--- config.mk ---
export PLATFORM = sky130hd
export DESIGN_NAME = vga_text
export DESIGN_NICKNAME = d
export VERILOG_FILES = /design/src/logic/vga_text_pkg.sv /design/src/logic/text_tile_decoder.sv /design/src/logic/font_glyph_rom.sv /design/src/logic/text_colorizer.sv /design/src/logic/vga_text.sv
export SDC_FILE = /design/constraint.sdc
export NUM_CORES = 1
export LEC_CHECK = 0
export BUFFER_PORTS_ARGS = -buffer_cell sky130_fd_sc_hd__buf_2
export CORE_AREA = 5 5 51 53
export DETAILED_ROUTE_END_ITERATION = 8
export DIE_AREA = 0 0 56 58
export PLACE_DENSITY = 0.75
export SLEW_MARGIN = 10
export SYNTH_ARGS = -nofsm -noshare
export SYNTH_HDL_FRONTEND = slang
export SYNTH_SLANG_ARGS = --single-unit
--- constraint.sdc ---
create_clock -name clk -period 1.4 [get_ports clk]
set_input_delay 0.14 -clock clk [delete_from_list [all_inputs] [get_ports clk]]
set_output_delay 0.14 -clock clk [all_outputs]
set_load 0.005 [all_outputs]
--- src/logic/font_glyphs.hex ---
// one 8-bit glyph row per line, msb is the leftmost pixel
// 8 rows per glyph in code order 0-9, colon, slash, dash, star, blank
3c // 0
66
6e
76
66
66
3c
00
18 // 1
38
18
18
18
18
7e
00
3c // 2
66
06
0c
30
60
7e
00
3c // 3
66
06
1c
06
66
3c
00
0c // 4
1c
3c
6c
7e
0c
0c
00
7e // 5
60
7c
06
06
66
3c
00
3c // 6
60
7c
66
66
66
3c
00
7e // 7
06
0c
18
30
30
30
00
3c // 8
66
66
3c
66
66
3c
00
3c // 9
66
66
3e
06
0c
38
00
00 // colon
18
18
00
18
18
00
00
02 // slash
06
0c
18
30
60
40
00
00 // dash
00
00
7e
00
00
00
00
00 // star
66
3c
ff
3c
66
00
00
00 // blank
00
00
00
00
00
00
00

--- src/logic/vga_text_pkg.sv ---
`default_nettype none

package vga_text_pkg;

   localparam int CELL_BITS   = 4;   // 16x16 pixel cells
   localparam int COORD_W     = 10;
   localparam int GLYPH_ROWS  = 8;
   localparam int GLYPH_COUNT = 15;
   localparam int CELL_IDX_W  = COORD_W - CELL_BITS;

   localparam string FONT_FILE = "/design/src/logic/font_glyphs.hex";

   typedef logic [CELL_IDX_W-1:0] cell_idx_t;

   // text regions in cell units
   localparam cell_idx_t SEP_ROW          = 6'd5;
   localparam cell_idx_t SEP_COL_LAST     = 6'd39;
   localparam cell_idx_t DATE_ROW         = 6'd7;
   localparam cell_idx_t DATE_COL_FIRST   = 6'd8;
   localparam cell_idx_t DATE_COL_LAST    = 6'd17;
   localparam cell_idx_t ALARM_ROW        = 6'd14;
   localparam cell_idx_t ALARM_COL_FIRST  = 6'd17;
   localparam cell_idx_t ALARM_COL_LAST   = 6'd24;
   localparam cell_idx_t TIME_ROW         = 6'd15;
   localparam cell_idx_t TIMER_ROW        = 6'd24;
   localparam cell_idx_t DIGITS_COL_FIRST = 6'd9;   // shared by time and timer
   localparam cell_idx_t DIGITS_COL_LAST  = 6'd16;

   typedef logic [2:0] rgb_t;

   localparam rgb_t RGB_BLACK = 3'b000;
   localparam rgb_t RGB_WHITE = 3'b111;
   localparam rgb_t RGB_GREEN = 3'b010;
   localparam rgb_t RGB_RED   = 3'b100;

   // digits first so a bcd value is its own code
   typedef enum logic [3:0] {
      GL_0, GL_1, GL_2, GL_3, GL_4, GL_5, GL_6, GL_7, GL_8, GL_9,
      GL_COLON, GL_SLASH, GL_DASH, GL_STAR, GL_BLANK
   } glyph_t;

   typedef enum logic [2:0] {
      REG_NONE, REG_SEP, REG_DATE, REG_TIME, REG_TIMER, REG_ALARM
   } region_t;

   typedef struct packed {
      logic [COORD_W-1:0] x;
      logic [COORD_W-1:0] y;
   } pixel_pos_t;

   typedef struct packed {
      logic [3:0] tens;
      logic [3:0] units;
   } bcd2_t;

   typedef struct packed {
      bcd2_t hours;
      bcd2_t minutes;
      bcd2_t seconds;
   } hms_t;

   typedef struct packed {
      bcd2_t day;
      bcd2_t month;
      bcd2_t year;   // last two digits only
   } date_t;

   typedef struct packed {
      region_t    region;
      glyph_t     glyph;
      logic [2:0] glyph_row;
      logic [2:0] bit_col;
   } tile_req_t;

   typedef struct packed {
      region_t    region;
      logic [7:0] font_row;
      logic [2:0] bit_col;
   } tile_px_t;

endpackage

`default_nettype wire

--- src/logic/text_tile_decoder.sv ---
`default_nettype none

module text_tile_decoder
   import vga_text_pkg::*;
(
   input  wire              clk,
   input  wire              rst_n,
   input  wire pixel_pos_t  pix,
   input  wire hms_t        clock_time,
   input  wire hms_t        timer_time,
   input  wire date_t       date,
   output tile_req_t        tile
);

   cell_idx_t col;
   cell_idx_t row;
   cell_idx_t digit_off;
   cell_idx_t date_off;
   tile_req_t tile_d;

   // HH:MM:SS laid out from the first digit column
   function automatic glyph_t hms_glyph(input cell_idx_t off, input hms_t t);
      glyph_t g;
      case (off)
         6'd0:    g = glyph_t'(t.hours.tens);
         6'd1:    g = glyph_t'(t.hours.units);
         6'd3:    g = glyph_t'(t.minutes.tens);
         6'd4:    g = glyph_t'(t.minutes.units);
         6'd6:    g = glyph_t'(t.seconds.tens);
         6'd7:    g = glyph_t'(t.seconds.units);
         default: g = GL_COLON;   // offsets 2 and 5
      endcase
      return g;
   endfunction

   // dd/mm/20yy
   function automatic glyph_t date_glyph(input cell_idx_t off, input date_t d);
      glyph_t g;
      case (off)
         6'd0:       g = glyph_t'(d.day.tens);
         6'd1:       g = glyph_t'(d.day.units);
         6'd3:       g = glyph_t'(d.month.tens);
         6'd4:       g = glyph_t'(d.month.units);
         6'd6:       g = GL_2;
         6'd7:       g = GL_0;
         6'd8:       g = glyph_t'(d.year.tens);
         6'd9:       g = glyph_t'(d.year.units);
         default:    g = GL_SLASH;
      endcase
      return g;
   endfunction

   assign col       = pix.x[COORD_W-1:CELL_BITS];
   assign row       = pix.y[COORD_W-1:CELL_BITS];
   assign digit_off = col - DIGITS_COL_FIRST;
   assign date_off  = col - DATE_COL_FIRST;

   always_comb
   begin
      tile_d.region    = REG_NONE;
      tile_d.glyph     = GL_BLANK;
      tile_d.glyph_row = pix.y[CELL_BITS-1:1];   // each font row spans two lines
      tile_d.bit_col   = pix.x[CELL_BITS-1:1];   // font bits are two pixels wide
      if (row == SEP_ROW && col <= SEP_COL_LAST)
      begin
         tile_d.region = REG_SEP;
         tile_d.glyph  = col[0] ? GL_STAR : GL_DASH;
      end
      else if (row == TIME_ROW && col >= DIGITS_COL_FIRST && col <= DIGITS_COL_LAST)
      begin
         tile_d.region = REG_TIME;
         tile_d.glyph  = hms_glyph(digit_off, clock_time);
      end
      else if (row == TIMER_ROW && col >= DIGITS_COL_FIRST && col <= DIGITS_COL_LAST)
      begin
         tile_d.region = REG_TIMER;
         tile_d.glyph  = hms_glyph(digit_off, timer_time);
      end
      else if (row == DATE_ROW && col >= DATE_COL_FIRST && col <= DATE_COL_LAST)
      begin
         tile_d.region = REG_DATE;
         tile_d.glyph  = date_glyph(date_off, date);
      end
      else if (row == ALARM_ROW && col >= ALARM_COL_FIRST && col <= ALARM_COL_LAST)
      begin
         tile_d.region = REG_ALARM;
         tile_d.glyph  = col[0] ? GL_BLANK : GL_STAR;   // banner of stars
      end
   end

   always_ff @(posedge clk)
   begin
      tile <= tile_d;
      if (!rst_n)
      begin
         tile.region <= REG_NONE;
      end
   end

endmodule

`default_nettype wire

--- src/logic/font_glyph_rom.sv ---
`default_nettype none

module font_glyph_rom
   import vga_text_pkg::*;
(
   input  wire             clk,
   input  wire             rst_n,
   input  wire tile_req_t  tile,
   output tile_px_t        px
);

   localparam int DEPTH  = GLYPH_COUNT * GLYPH_ROWS;
   localparam int ADDR_W = $clog2(DEPTH);

   logic [7:0]        font_mem [0:DEPTH-1];
   logic [ADDR_W-1:0] rom_addr;

   initial
   begin
      $readmemh(FONT_FILE, font_mem);
   end

   // glyph code selects the block of 8 rows
   assign rom_addr = {tile.glyph, tile.glyph_row};

   always_ff @(posedge clk)
   begin
      px.font_row <= font_mem[rom_addr];
      px.bit_col  <= tile.bit_col;   // travels with its row
      px.region   <= tile.region;
      if (!rst_n)
      begin
         px.region <= REG_NONE;
      end
   end

endmodule

`default_nettype wire

--- src/logic/text_colorizer.sv ---
`default_nettype none

module text_colorizer
   import vga_text_pkg::*;
(
   input  wire            clk,
   input  wire            rst_n,
   input  wire tile_px_t  px,
   input  wire            off_alarma,
   input  wire            on_alarma,
   output rgb_t           text_rgb,
   output logic           text_on
);

   logic fg;
   rgb_t rgb_d;

   // column 0 is the msb of the font row
   assign fg = px.font_row[~px.bit_col];

   always_comb
   begin
      case (px.region)
         REG_SEP:
            rgb_d = fg ? RGB_GREEN : RGB_WHITE;
         REG_DATE, REG_TIME, REG_TIMER:
            rgb_d = fg ? RGB_WHITE : RGB_BLACK;
         REG_ALARM:
         begin
            if (fg && off_alarma)
               rgb_d = RGB_GREEN;   // off level wins
            else if (fg && on_alarma)
               rgb_d = RGB_RED;
            else
               rgb_d = RGB_BLACK;
         end
         default:
            rgb_d = RGB_BLACK;
      endcase
   end

   always_ff @(posedge clk)
   begin
      if (!rst_n)
      begin
         text_rgb <= RGB_BLACK;
         text_on  <= 1'b0;
      end
      else
      begin
         text_rgb <= rgb_d;
         text_on  <= (px.region != REG_NONE);
      end
   end

endmodule

`default_nettype wire

--- src/logic/vga_text.sv ---
`default_nettype none

module vga_text
   import vga_text_pkg::*;
(
   input  wire              clk,
   input  wire              rst_n,
   input  wire pixel_pos_t  pix,
   input  wire hms_t        clock_time,
   input  wire hms_t        timer_time,
   input  wire date_t       date,
   input  wire              off_alarma,
   input  wire              on_alarma,
   output rgb_t             text_rgb,
   output logic             text_on
);

   tile_req_t tile;   // decoder to rom
   tile_px_t  px;     // rom to colouriser

   text_tile_decoder u_decoder (
      .clk        (clk),
      .rst_n      (rst_n),
      .pix        (pix),
      .clock_time (clock_time),
      .timer_time (timer_time),
      .date       (date),
      .tile       (tile)
   );

   font_glyph_rom u_rom (
      .clk   (clk),
      .rst_n (rst_n),
      .tile  (tile),
      .px    (px)
   );

   // alarm levels enter here, one edge before the output
   text_colorizer u_colorizer (
      .clk        (clk),
      .rst_n      (rst_n),
      .px         (px),
      .off_alarma (off_alarma),
      .on_alarma  (on_alarma),
      .text_rgb   (text_rgb),
      .text_on    (text_on)
   );

endmodule

`default_nettype wire

==> results.json <==
{
  "finalHoldViolCount": 0,
  "ys_ff_latch": 8,
  "grt_usage_pct": 5.92,
  "synth-simple-area-share_pct": 38.4,
  "avgRoutedWirePerCell_um": 9.49,
  "hp-class": "in2reg",
  "drt-initial-drc-count": 2,
  "synth-adder-area-share_pct": 0,
  "fp-row-count": 17,
  "yosysSeqAreaShare_pct": 37.5,
  "first_global_vias": 396,
  "grt_pass1_wl_um": 1540,
  "path_max_fanout": 2,
  "cap_violations": 0,
  "rr_startpoint": "u_rom.px[11]",
  "fp.dieArea_mm2": 0.00325,
  "synth_top_family_by_area": "simple AND/OR/NAND/NOR gates",
  "cts_root_buf": "clkbuf_4",
  "ff2ff_setup_slack_ns": 0.76,
  "post_cts_buffers": 0,
  "nFillCells": 235,
  "synthCells": 46,
  "yosysWarnings": 0,
  "die_h_um": 58,
  "wl_met3_um": 81,
  "synth.avg_cell_area_um2": 9.28,
  "diodes": 0,
  "fin_area_um2": 584,
  "leakagePower_nw": 0.240,
  "overflow": 0,
  "finalPower_mw": 0.465,
  "synthDistinctLibCells": 28,
  "synthXorXnorAreaFrac_pct": 2.05,
  "via_per_inst": 4.33,
  "drt-met1-wl_um": 381,
  "antenna_found_initial": 0,
  "rr_worst_depth": 2,
  "setup_violations": 0,
  "hpwl_um": 781,
  "drt_first_pass_iters": 2,
  "insertion_delay_ns": 0.25,
  "fin_cells": 95,
  "syn_to_final_growth_pct": 37.0,
  "nets": 165,
  "finalCritPeriodShare_pct": 87.9,
  "outcome": "completed",
  "end_kind": "flop",
  "start_util_pct": 20.3,
  "skew_ns": 0.00151,
  "tritoncts.num_buffers": 3,
  "port_buffers": 15,
  "cp.arrival_ns": 1.38,
  "grt_setup_unrepaired": "false",
  "r2r_end": "u_colorizer.text_on",
  "peakVddDrop_uv": 370,
  "vias": 411,
  "wl_met2_um": 439,
  "place_congestion": 0.707,
  "cts_htree_levels": 1,
  "synthesis.area_um2": 427,
  "ios": 100,
  "final_antenna_net_count": 0,
  "slew_viol_final": 0,
  "dpl.cell_count": 92,
  "clockBufferDepth": 2,
  "min_period_ns": 1.23,
  "core_area_mm2": 0.00211,
  "clock_sinks": 8,
  "fmax_mhz": 813,
  "synthMuxAreaShare_pct": 4.99,
  "endpoint": "u_decoder.tile[12]",
  "routed_wl_um": 902,
  "fp.dieW_um": 56,
  "critPathKind": "in2reg",
  "start_kind": "input pin",
  "dpl-instance-area_um2": 556,
  "cts_tree": "yes",
  "drc_errors": 0,
  "path_clk_slew_ns": 0.05,
  "grt_max_degree": 7,
  "cp_data_required_time_ns": 1.55,
  "crit_start": "pix[19]",
  "top_layer_used": "met3",
  "powerDensity_mw_per_mm2": 796,
  "layout-drive-gt1-share_pct": 40.3,
  "synth_compound_gate_area_share_pct": 11.7
}
[sequential cells by signal, summed over array words and instances, names as in the netlist]
register              flops
u_decoder.tile            3
u_colorizer.text_on       1
u_rom.px                  3
u_colorizer.text_rgb      1
[final cells by class]
| cell class | instances | area (um^2) | share of cell area (%) |
|---|---|---|---|
| Clock buffer | 3 | 22.5 | 3.85 |
| Timing Repair Buffer | 19 | 105 | 18.0 |
| Sequential cell | 8 | 160 | 27.4 |
| Tap cell | 28 | 35.0 | 6.00 |
| Inverter | 1 | 3.75 | 0.642 |
| Multi-Input combinational cell | 36 | 258 | 44.1 |
[cells in the final DEF, fill, tap and decap left out, types with 2 or more instances in the layout]
cell type,Yosys,routed
and2_1,3,3
clkbuf_4,0,3
conb_1,1,2
nor2b_1,2,2
o21ai_0,2,2
buf_4,2,4
buf_2,0,15
nor3_1,4,4
nor2_1,3,3
dfxtp_1,8,8
nand2_1,2,2
[metrics by stage]
step	utilization (%)	TNS, ns	setup slack, ns	hold slack (ns)
after floorplan	-	0	0.0856	0.216
after global placement	26.4	-0.188	-0.0991	0.380
after detailed placement	26.4	-0.274	-0.158	0.389
after CTS	27.5	0	0.107	0.120
after global routing	27.7	0	0.00477	0.135
final	27.7	0	0.170	0.135
[logic make-up (layout without fill, tap and decap cells)]
| kind of cell | Yosys count | after routing |
|---|---|---|
| multiplexers | 2 | 2 |
| other | 1 | 2 |
| AO/OA/AOI/OAI | 7 | 7 |
| AND/OR/NAND/NOR | 24 | 24 |
| buffers and inverters | 3 | 23 |
| flip-flops | 8 | 8 |
| XOR/XNOR | 1 | 1 |
[critical path, cell delays in order]
cell and delay (ns):
buf_2 0.10, or4b_4 0.53, mux2i_1 0.16, nand3b_1 0.10, a2111oi_2 0.34
[metal layers]
metal / vias up / track usage (%)
li1: 211 / -
met1: 185 / 6.89
met2: 15 / 9.68
met3: 0 / 3.34
met4: 0 / 1.02
met5: - / 0
[worst min path at each step]
stage / start / to / cells past startpoint
CTS: pix[4] / u_decoder.tile[12] / 2
global placement: pix[4] / u_decoder.tile[12] / 2
floorplan: pix[4] / u_decoder.tile[12] / 1
global route: pix[4] / u_decoder.tile[12] / 2
detailed placement: pix[4] / u_decoder.tile[12] / 2
finish: pix[4] / u_decoder.tile[12] / 2
[power breakdown]
group	internal [mW]	switching (mW)	leakage, nW
logic	0.0352	0.0328	0.162
registers	0.229	0.000155	0.0644
clock network	0.0976	0.0709	0.0138
total	0.361	0.104	0.240
[synth_stat cells]
library cell  count  share of area, %
xor2_1            1               2.1
a31oi_1           1               1.5
buf_4             2               3.5
conb_1            1              0.88
a2111oi_2         1               3.5
nor3_1            4               4.7
nor4bb_1          1               2.3
o21ai_0           2               2.3
nand4b_1          1               2.1
and4b_1           1               2.3
nor2b_1           2               2.9
a211oi_1          1               1.8
nor2_1            3               2.6
and2_1            3               4.4
nor4b_1           1               2.1
nand3b_1          1               1.8
inv_1             1              0.88
mux2_2            1               2.6
nand3_1           1               1.2
nand2_1           2               1.8
dfxtp_1           8                38
o22ai_1           1               1.5
or2b_2            1               2.1
or4b_1            1               2.3
mux2i_1           1               2.3
nand4bb_1         1               2.6
or4b_4            1               3.2
a21oi_1           1               1.2
[what timing repair did]
action                                  CTS  global route
gates resized for setup                   0             1
endpoints found under the setup margin    0             2
hold buffers                              0             0
(Power assumes the default switching activity.)
